`config.mk`:
```
export PLATFORM = sky130hd
export DESIGN_NAME = knowles_adder_top
export DESIGN_NICKNAME = d
export VERILOG_FILES = /design/src/hdl/prefix_pkg.sv /design/src/hdl/handshake_pkg.sv /design/src/hdl/stage_link_if.sv /design/src/hdl/hs_slot.sv /design/src/hdl/ling_precompute.sv /design/src/hdl/knowles_level.sv /design/src/hdl/ling_postcompute.sv /design/src/hdl/knowles_adder_top.sv
export SDC_FILE = /design/constraint.sdc
export NUM_CORES = 1
export LEC_CHECK = 0
export ABC_AREA = 0
export BUFFER_PORTS_ARGS = -buffer_cell sky130_fd_sc_hd__buf_2
export CELL_PAD_IN_SITES_DETAIL_PLACEMENT = 1
export CELL_PAD_IN_SITES_GLOBAL_PLACEMENT = 1
export CORE_MARGIN = 2
export CORE_UTILIZATION = 53
export CTS_CLUSTER_SIZE = 28
export DETAILED_ROUTE_END_ITERATION = 8
export PLACE_DENSITY = 0.79
export REMOVE_ABC_BUFFERS = 1
export SLEW_MARGIN = 5
export SYNTH_ARGS = -nofsm -noshare
export SYNTH_HDL_FRONTEND = slang
export SYNTH_SLANG_ARGS = --single-unit
```
`constraint.sdc`:
```
create_clock -name clk -period 12.12 [get_ports clk]
set_input_delay 0 -clock clk [delete_from_list [all_inputs] [get_ports clk]]
set_output_delay 0 -clock clk [all_outputs]
set_load 0.03 [all_outputs]
```
`src/hdl/prefix_pkg.sv`:
```
// Operand width constant and prefix level helpers for the Ling adder
package prefix_pkg;

	localparam int DEFAULT_WIDTH = 26;

	// Levels needed before the top H bit covers bit 0
	function automatic int prefix_levels(input int width);
		int levels;
		levels = 0;
		while ((1 << levels) < width) begin
			levels++;
		end
		return levels;
	endfunction

	// Span doubles at every level
	function automatic int level_span(input int level);
		return 1 << level;
	endfunction

	function automatic bit is_pow2(input int value);
		return value > 0 && (value & (value - 1)) == 0;
	endfunction

endpackage

```
`src/hdl/handshake_pkg.sv`:
```
// Slot state enumeration and link phase decoding for four-phase handshakes
package handshake_pkg;

	typedef enum logic [1:0] {
		EMPTY,
		OFFER,
		RETIRE
	} slot_state_t;

	// Sender state implied by the req/ack pair on a link
	function automatic slot_state_t sender_state(input logic req, input logic ack);
		if (req) begin
			return OFFER;
		end
		if (ack) begin
			return RETIRE;
		end
		return EMPTY;
	endfunction

endpackage

```
`src/hdl/stage_link_if.sv`:
```
// Four-phase stage link with typed payload, modports and protocol checks
interface stage_link_if #(
	parameter type PAYLOAD_T = logic [7:0]
) (
	input logic clk,
	input logic reset
);
	import handshake_pkg::*;

	logic req;
	logic ack;
	PAYLOAD_T data;

	slot_state_t sender_view;

	assign sender_view = sender_state(req, ack);

	modport sender (output req, output data, input ack);
	modport receiver (input req, input data, output ack);

	data_stable: assert property (@(posedge clk) disable iff (reset)
		(req && $past(req)) |-> $stable(data));

	ack_needs_req: assert property (@(posedge clk) disable iff (reset)
		$rose(ack) |-> sender_view == OFFER);

	// Sender only lets go once it has seen the ack
	req_held: assert property (@(posedge clk) disable iff (reset)
		$fell(req) |-> $past(ack));

	req_after_return: assert property (@(posedge clk) disable iff (reset)
		$rose(req) |-> $past(sender_view) == EMPTY);

endinterface

```
`src/hdl/hs_slot.sv`:
```
// One-item slot controller running four-phase handshakes on both sides
module hs_slot (
	input logic clk,
	input logic reset,
	input logic up_req,
	output logic up_ack,
	output logic dn_req,
	input logic dn_ack,
	output logic load
);
	import handshake_pkg::*;

	slot_state_t state;

	// Fresh request into an empty slot only
	assign load = state == EMPTY && up_req && !up_ack;
	assign dn_req = state == OFFER;

	always_ff @(posedge clk) begin
		if (reset) begin
			up_ack <= 1'b0;
		end else if (load) begin
			up_ack <= 1'b1;
		end else if (!up_req) begin
			up_ack <= 1'b0;
		end
	end

	always_ff @(posedge clk) begin
		if (reset) begin
			state <= EMPTY;
		end else begin
			case (state)
				EMPTY: begin
					if (load) begin
						state <= OFFER;
					end
				end
				OFFER: begin
					if (dn_ack) begin
						state <= RETIRE;
					end
				end
				RETIRE: begin
					// Downstream ack must return to zero first
					if (!dn_ack) begin
						state <= EMPTY;
					end
				end
				default: begin
					state <= EMPTY;
				end
			endcase
		end
	end

	// An item lands only while the downstream link is idle
	load_in_empty: assert property (@(posedge clk) disable iff (reset)
		load |-> sender_state(dn_req, dn_ack) == EMPTY);

endmodule

```
`src/hdl/ling_precompute.sv`:
```
// Pre-computation stage forming Ling propagate and generate with cin at bit 0
module ling_precompute #(
	parameter int WIDTH = prefix_pkg::DEFAULT_WIDTH
) (
	input logic clk,
	input logic reset,
	input logic [WIDTH-1:0] a,
	input logic [WIDTH-1:0] b,
	input logic cin,
	input logic in_req,
	output logic in_ack,
	stage_link_if.sender out
);

	logic load;
	logic [WIDTH:0] p_q;
	logic [WIDTH:0] g_q;

	hs_slot slot_i (
		.clk(clk),
		.reset(reset),
		.up_req(in_req),
		.up_ack(in_ack),
		.dn_req(out.req),
		.dn_ack(out.ack),
		.load(load)
	);

	// Bit 0 carries cin, so p there is always one
	always_ff @(posedge clk) begin
		if (load) begin
			p_q <= {a | b, 1'b1};
			g_q <= {a & b, cin};
		end
	end

	// Seed the running H and I so every level sees the same word layout
	assign out.data = '{p: p_q, g: g_q, h: g_q, i: p_q};

endmodule

```
`src/hdl/knowles_level.sv`:
```
// One Knowles prefix level of reduced, black and grey cells, registered
module knowles_level #(
	parameter int WIDTH = prefix_pkg::DEFAULT_WIDTH,
	parameter int SPAN = 1
) (
	input logic clk,
	input logic reset,
	stage_link_if.receiver up,
	stage_link_if.sender dn
);
	import prefix_pkg::*;

	localparam bit SPAN_OK = is_pow2(SPAN) && SPAN < WIDTH + 1 &&
		$clog2(SPAN) < prefix_levels(WIDTH);

	logic load;
	logic [WIDTH:0] h_in;
	logic [WIDTH:0] i_in;
	logic [WIDTH:0] h_nx;
	logic [WIDTH:0] i_nx;
	logic [WIDTH:0] p_q;
	logic [WIDTH:0] g_q;
	logic [WIDTH:0] h_q;
	logic [WIDTH:0] i_q;

	hs_slot slot_i (
		.clk(clk),
		.reset(reset),
		.up_req(up.req),
		.up_ack(up.ack),
		.dn_req(dn.req),
		.dn_ack(dn.ack),
		.load(load)
	);

	assign h_in = up.data.h;
	assign i_in = up.data.i;

	for (genvar k = 0; k <= WIDTH; k++) begin : g_pos
		if (k < SPAN) begin : g_pass
			assign h_nx[k] = h_in[k];
			assign i_nx[k] = i_in[k];
		end else if (SPAN == 1) begin : g_reduced
			// Ling form, the propagate pair sits one bit lower
			assign h_nx[k] = h_in[k] | h_in[k-1];
			if (k >= 2) begin : g_rblk
				assign i_nx[k] = i_in[k-1] & i_in[k-2];
			end else begin : g_rgry
				assign i_nx[k] = i_in[k];
			end
		end else if (k < 2 * SPAN) begin : g_grey
			// Lower group already reaches bit 0
			assign h_nx[k] = h_in[k] | (i_in[k] & h_in[k-SPAN]);
			assign i_nx[k] = i_in[k];
		end else begin : g_black
			assign h_nx[k] = h_in[k] | (i_in[k] & h_in[k-SPAN]);
			assign i_nx[k] = i_in[k] & i_in[k-SPAN];
		end
	end

	always_ff @(posedge clk) begin
		if (load) begin
			p_q <= up.data.p;
			g_q <= up.data.g;
			h_q <= h_nx;
			i_q <= i_nx;
		end
	end

	assign dn.data = '{p: p_q, g: g_q, h: h_q, i: i_q};

	span_legal: assert property (@(posedge clk) disable iff (reset) SPAN_OK);

endmodule

```
`src/hdl/ling_postcompute.sv`:
```
// Post-computation stage turning the H vector into carries, sum and cout
module ling_postcompute #(
	parameter int WIDTH = prefix_pkg::DEFAULT_WIDTH
) (
	input logic clk,
	input logic reset,
	stage_link_if.receiver up,
	stage_link_if.sender res
);

	logic load;
	logic [WIDTH:0] p;
	logic [WIDTH:0] g;
	logic [WIDTH:1] h;
	logic [WIDTH:1] c;
	logic [WIDTH-1:0] sum_q;
	logic cout_q;

	hs_slot slot_i (
		.clk(clk),
		.reset(reset),
		.up_req(up.req),
		.up_ack(up.ack),
		.dn_req(res.req),
		.dn_ack(res.ack),
		.load(load)
	);

	assign p = up.data.p;
	assign g = up.data.g;

	assign c[1] = g[0];

	for (genvar k = 1; k < WIDTH; k++) begin : g_bit
		assign h[k] = up.data.h[k];
		assign c[k+1] = p[k] & up.data.h[k];
	end

	// Top H comes from the carry, not the tree
	assign h[WIDTH] = g[WIDTH] | c[WIDTH];

	always_ff @(posedge clk) begin
		if (load) begin
			sum_q <= (p[WIDTH:1] ^ h) | (g[WIDTH:1] & c);
			cout_q <= p[WIDTH] & h[WIDTH];
		end
	end

	assign res.data = '{sum: sum_q, cout: cout_q};

endmodule

```
`src/hdl/knowles_adder_top.sv`:
```
// Pipelined Ling Knowles adder top with four-phase operand and result ports
module knowles_adder_top #(
	parameter int WIDTH = prefix_pkg::DEFAULT_WIDTH
) (
	input logic clk,
	input logic reset,
	input logic [WIDTH-1:0] a,
	input logic [WIDTH-1:0] b,
	input logic cin,
	input logic in_req,
	output logic in_ack,
	output logic [WIDTH-1:0] sum,
	output logic cout,
	output logic out_req,
	input logic out_ack
);
	import prefix_pkg::*;

	localparam int LEVELS = prefix_levels(WIDTH);

	typedef struct packed {
		logic [WIDTH:0] p;
		logic [WIDTH:0] g;
		logic [WIDTH:0] h;
		logic [WIDTH:0] i;
	} prefix_word_t;

	typedef struct packed {
		logic [WIDTH-1:0] sum;
		logic cout;
	} result_word_t;

	// Link 0 leaves pre-computation, link LEVELS feeds post-computation
	stage_link_if #(.PAYLOAD_T(prefix_word_t)) link [0:LEVELS] (.clk(clk), .reset(reset));
	stage_link_if #(.PAYLOAD_T(result_word_t)) res_link (.clk(clk), .reset(reset));

	ling_precompute #(.WIDTH(WIDTH)) pre_i (
		.clk(clk),
		.reset(reset),
		.a(a),
		.b(b),
		.cin(cin),
		.in_req(in_req),
		.in_ack(in_ack),
		.out(link[0])
	);

	for (genvar l = 0; l < LEVELS; l++) begin : g_level
		knowles_level #(.WIDTH(WIDTH), .SPAN(level_span(l))) level_i (
			.clk(clk),
			.reset(reset),
			.up(link[l]),
			.dn(link[l+1])
		);
	end

	ling_postcompute #(.WIDTH(WIDTH)) post_i (
		.clk(clk),
		.reset(reset),
		.up(link[LEVELS]),
		.res(res_link)
	);

	assign res_link.ack = out_ack;
	assign out_req = res_link.req;
	assign sum = res_link.data.sum;
	assign cout = res_link.data.cout;

endmodule

```
After elaboration in Yosys (flattened, before gate mapping) --
Cells that the tools add are included.
Cells by class: mux-type cells 42, bitwise logic cells 287, divide/modulo/power cells 0, order comparisons 0, multiply operators 0, add/subtract/negate cells 0, shift operators 0, equal/unequal tests 42, reductions and logical operators 35
Operator list (number):
- $and 1x1->1 | 179
- $or 1x1->1 | 103
- $and 26x26->26 | 2
- $or 26x26->26 | 2
- $mux 2 | 21
- $ne 2x1->1 const B | 21
- $pmux 2 s3 | 7
- $xor 26x26->26 | 1
- $reduce_and 3->1 | 7
- $eq 2x1->1 const B | 7
- $eq 2x2->1 const B | 7
- $logic_and 1x1->1 | 14
- $logic_not 2->1 | 7
- $mux 1 | 14
- $ne 2x2->1 const B | 7
- $logic_not 1->1 | 7
Word-level totals: word-level logic and storage cells 443, register bits after elaboration 603, bits of input ports 57, memories 0, latch bits 0, memory bits (read-only) 0, output and inout port bits 29, memory bits (writable) 0

Logic depth before layout (Yosys ltp) --
depth in word-level cells 5, gate-level depth with buffers 4, depth with buffers taken out 4

Modules after synthesis --
A second synthesis with hierarchy kept.
Second synthesis, totals: cells, all modules 1048, area, all modules 22135.0 µm²
Modules (own cells, without submodules):
- knowles_level at g_level[1].level_i | seq. area each 3243.1 µm², times used 1, area each 3577.2 µm², cells each 156
- knowles_level at g_level[0].level_i | seq. area each 3243.1 µm², times used 1, area each 3562.2 µm², cells each 159
- knowles_level at g_level[2].level_i | seq. area each 3243.1 µm², times used 1, area each 3543.4 µm², cells each 150
- knowles_level at g_level[3].level_i | seq. area each 3243.1 µm², times used 1, area each 3459.6 µm², cells each 138
- knowles_level at g_level[4].level_i | seq. area each 3243.1 µm², times used 1, area each 3325.7 µm², cells each 119
- ling_precompute | seq. area each 1591.5 µm², times used 1, area each 2366.0 µm², cells each 161
- ling_postcompute | seq. area each 810.8 µm², times used 1, area each 1346.3 µm², cells each 81
- hs_slot | seq. area each 60.1 µm², times used 7, area each 136.4 µm², cells each 12

Least setup slack after synthesis --
Ideal clock, no wire load.
path type register to register, start point reg g_level[0].level_i.slot_i.state[0], end point reg g_level[0].level_i.g_q[10], enable pin, path slack 1.264 ns, cell stages (with the launch flop) 2, data arrival time 10.048 ns, cells stage by stage dfxtp_1 -> nor4_1
Between the ends: cells in the longest elaborated chain, start to end 3
RTL lines:
- start: declaration | RTL line hs_slot.sv:13 | slot_state_t state;
- start signal: assignment | RTL line hs_slot.sv:31 | state <= EMPTY;
- start signal: assignment | RTL line hs_slot.sv:36 | state <= OFFER;
- start signal: assignment | RTL line hs_slot.sv:41 | state <= RETIRE;
- $logic_not 2->1 | RTL line hs_slot.sv:16 | assign load = state == EMPTY && up_req && !up_ack;
- $logic_and 1x1->1 (2 in a row) | RTL line hs_slot.sv:16
- named net g_level[0].level_i.load | RTL line knowles_level.sv:16 | logic load;
- end signal: assignment | RTL line knowles_level.sv:64 | g_q <= up.data.g;
- end: declaration | RTL line knowles_level.sv:22 | logic [WIDTH:0] g_q;
The timed path passes the listed nets, and every way through them passes these cells. A chain may end at the register's enable or synchronous reset.

Worst setup path after layout --
start point reg g_level[1].level_i.slot_i.state[0], end point reg g_level[2].level_i.g_q[18], enable pin
Between the ends: cells in the longest elaborated chain, start to end 3
RTL lines:
- start: declaration | RTL line hs_slot.sv:13
- start signal: assignment | RTL line hs_slot.sv:31
- start signal: assignment | RTL line hs_slot.sv:36
- start signal: assignment | RTL line hs_slot.sv:41
- $eq 2x1->1 | RTL line hs_slot.sv:17 | assign dn_req = state == OFFER;
- $logic_and 1x1->1 (2 in a row) | RTL line hs_slot.sv:16
- named net g_level[2].level_i.load | RTL line knowles_level.sv:16
- end signal: assignment | RTL line knowles_level.sv:64
- end: declaration | RTL line knowles_level.sv:22
The timed path passes the listed nets, and every way through them passes these cells.

==> results.txt <==
In the global route stage, overall resource usage came out at 0.199. The path with the worst hold slack has its endpoint at pre_i.g_q[0]. Setup violations remaining at the end of the flow were counted as 0.

The post-detailed-route count of antenna-violating nets is 0. The fraction of layout cells with a size suffix above 1 came out at 0.199. The depth of the CTS H-tree came out at 2. The highest metal layer with signal wires is met4. The overall via count from detail_route came out at 8,654. Traced cell by cell, the critical path runs through nor4bb_4, buf_4.

For the final routed database, the setup TNS stands at 0 ns. The maximum fanout encountered on the critical timing path is 82. The library cell used most frequently in the layout, excluding fill and tap cells, is edfxtp_1. Of the available clock period, the critical path in the final layout requires 0.228. The area growth from synthesis to layout is 19.0%. The number of cell instances on the worst register-to-register path came out at 2.

The tool flagged a number of max-cap violations equal to 0. The pin count of the biggest net entering global routing came out at a little under 90. The count of final max-slew check failures is 0. The shortest period the worst path allows is 2.76 ns.

Counting flops with a built-in enable in the synthesized netlist gives 543. The count of port buffers added during placement is 85. The switching portion of total power is 0.206. Leaving out fill and tap cells, the most frequent cells in the layout are edfxtp_1, a21o_1, and2_1. The power density normalized to cell area is between 150 and 200 mW/mm2. The post-synthesis instance total came out at around 910. The die covers roughly 0.038 mm2. In this run the critical register-to-register path is launched from g_level[1].level_i.slot_i.state[0]. In the synthesized netlist the dominant register cell turns out to be edfxtp_1. The clock tree from TritonCTS is yes. The number of I/O pins came out at 86.

The number of nets in the layout is 1,218. The filler cell count in the final layout came out at 2,971. The mean instance size in the synthesized netlist is 21.2 um2. The library cell used as clock root buffer is clkbuf_16.

Summed over all instances, the cell type with the most area after synthesis is edfxtp_1. After synthesis, the cell types taking the most area are edfxtp_1, a21o_1, and2_1, dfxtp_1, ha_1. The buffer levels on the longest clock path is 3.

The path class of the tightest hold or removal check is input pin to register. The share of total power dissipated in combinational logic is 0.051. The met3 wirelength from detailed routing came out at 1820 um. The endpoint identified for the worst register-to-register timing path is g_level[2].level_i.g_q[18]. After clock tree synthesis, the clock-pin slew on the worst setup and hold paths is 0.06 ns. The startpoint of the tightest hold check path is cin. The final weighted congestion in routability-driven placement is 0.773. The share of the Yosys chip area taken by registers is 0.869. The worst setup skew after layout is 0.0189 ns.

The height of the die is approximately 200 um. In this run, the number of DRC markers left after iteration 0 of detailed routing was ~700. The total of warnings raised by yosys came out at 0. The amount of wire on met2 after detailed routing is about 19,000 um.

The tree built by TritonCTS fans out to 564 sinks. For the worst setup path, the data required time is 12.28 ns. For this run the aggregate overflow at the end of global routing stands at 0. The initial utilization of the core area, before any placement, comes to 0.540. The clock insertion delay at the later pin of the skew report came out at roughly 0.56 ns. The average vias per placed instance came out at 5.29. The run finished with clean final reports. The mapped cell area is between 0.015 and 0.02 mm2.

STA classifies the critical path startpoint as a register. The die boundary width came out at 195 um. The number of distinct library cells after synthesis is 26. The utilization of the core after routing is 0.642. The sequential cells in the finished layout cover a total of 0.0167 mm2. The achievable clock frequency is 0.363 GHz. The number of antenna violations at the first check in global routing is 2.

For this run, design rule violations remaining after detail routing come to 0. The count of TritonRoute iterations in the first routing pass is 7. Wires add up to ~37,000 um. The slack of the worst reg-to-reg path is about 9.4 ns. The part of the total power dissipated in sequential elements is 0.564.

Setup repair after global routing left no endpoint under its margin. The routed metal-1 wire length is 15,500 um. The sum of net half-perimeters after detailed placement is about 24,000 um. By startpoint and endpoint, the worst setup path is classified as register to register.

The via count of the first global-routing pass came out at 9,396. The analysis attributes to cell leakage a power of roughly 8 nW. The total clock buffers created by CTS is 53.

STA classifies the critical path endpoint as a register. The area taken by multi-input logic gates came out at 0.00256 mm2. The share of synthesized area in the top cell type comes to 0.847.

The setup fix buffers added after clock tree synthesis is 0. In this run the core area contains 69 standard-cell rows. After detailed routing, the average wire length per cell comes to 22.6 um.

At the worst endpoint, the arrival time is a little under 3 ns. The net switching power figure came out at 0.000875 W. The largest individual stage delay along the critical path comes from the cell buf_4. The final number of hold-violating endpoints came out at 0. The share of synthesized registers carrying an async set or reset came out at 0. The worst vdd rail ir drop came out at 0.000140 V. After floorplanning, the core was sized to cover 0.0357 mm2. The worst slew slack as a fraction of its limit came out at 0.243. The share of power burned in the clock network is 0.384.

The wire length of the first global-routing pass came out at 56,100 um. The delay of the slowest cell on the worst path came out at 0.92 ns. The number of instances on the worst hold path is 2. The pin slew with the least headroom to its limit is 1.14 ns. The internal cell power is 0.00338 W.

After synthesis the netlist holds a flip-flop and latch count of 564.
==> cell type report <==
cell class / count / share of cell area
Sequential cell: 564 / 0.730
Clock buffer: 65 / 0.0599
Multi-Input combinational cell: 339 / 0.112
Timing Repair Buffer: 177 / 0.0578
Antenna cell: 1 / 0.000109
Clock inverter: 29 / 0.0151
Tap cell: 461 / 0.0252
==> how the worst max path moves through the flow <==
stage,startpoint,end,slack (ns),cells past startpoint
finish,g_level[1].level_i.slot_i.state[0],g_level[2].level_i.g_q[18],9.36,2
global route,g_level[1].level_i.slot_i.state[0],g_level[2].level_i.g_q[18],9.15,2
CTS,g_level[1].level_i.slot_i.state[0],g_level[2].level_i.g_q[16],9.34,2
detailed placement,g_level[1].level_i.slot_i.state[0],g_level[2].level_i.g_q[22],9.34,2
global placement,g_level[1].level_i.slot_i.state[0],g_level[2].level_i.g_q[23],9.54,2
floorplan,g_level[0].level_i.slot_i.state[0],g_level[0].level_i.g_q[10],1.26,1
==> critical path, delay by kind of cell, from the launching register on <==
| kind | cells | cell delay, ns |
|---|---|---|
| simple gates | 1 | 0.90 |
| buf+inv | 1 | 0.92 |
| flops | 1 | 0.49 |
==> power by group through the flow <==
stage / logic (W) / clock network (W) / registers [W]
after floorplan: 0.000117 / 0 / 0.00245
after global placement: 0.000184 / 0 / 0.00242
after detailed placement: 0.000197 / 0 / 0.00244
after CTS: 0.000221 / 0.00166 / 0.00240
after global routing: 0.000242 / 0.00173 / 0.00241
final: 0.000218 / 0.00163 / 0.00240
==> registers in the layout (all words and copies together) (netlist names), 10 cells and up <==
name,cells
g_level.level_i.i_q,73
pre_i.p_q,26
g_level.level_i.h_q,130
g_level.level_i.p_q,130
pre_i.g_q,27
g_level.level_i.slot_i.state,10
g_level.level_i.g_q,130
post_i.sum_q,26
==> cells by family (layout without fill, tap and decap cells) <==
kind of cell | Yosys count | count (layout) | share of synthesized area
other cells | 0 | 1 | 0
simple gates | 192 | 192 | 0.0636
flops | 564 | 564 | 0.869
compound gates | 114 | 114 | 0.0462
xor+xnor | 7 | 7 | 0.00319
fa+ha+maj | 26 | 26 | 0.0169
buf+inv | 4 | 271 | 0.00111
==> metal layers <==
metal  global-route usage  vias to the layer above
met3               0.0281                       54
met5                    0                        -
li1                     -                     3970
met2                0.349                      242
met4               0.0553                        0
met1                0.263                     4388
==> timing repair <==
action,in CTS,in global routing
hold endpoints to repair,68,0
endpoints found under the setup margin,0,0
hold buffers,83,0
gates resized for setup,0,0
==> cell usage after synthesis (all sizes together) (4+ instances only) <==
cell / count
or2: 52
nor3b: 8
nand2b: 7
xnor2: 7
o21ba: 4
dfxtp: 21
and2: 99
edfxtp: 543
ha: 26
or4b: 4
a21o: 100
nor4: 4
buf: 4
nor2: 6
==> per-stage QoR <==
stage | cells | power (W) | hold WS (ns) | instance area [um2] | setup slack [ns]
4_1_cts | 1635 | 0.00429 | 0.151 | 22900 | 9.34
3_3_place_gp | 1458 | 0.00261 | 0.183 | 20400 | 9.54
6_report | 1636 | 0.00425 | 0.178 | 22900 | 9.36
2_1_floorplan | 903 | 0.00256 | 0.0646 | 19200 | 1.26
5_1_grt | 1636 | 0.00439 | 0.189 | 22900 | 9.15
3_5_place_dp | 1458 | 0.00264 | 0.184 | 20400 | 9.34
Power figures use the tool's default switching activity.
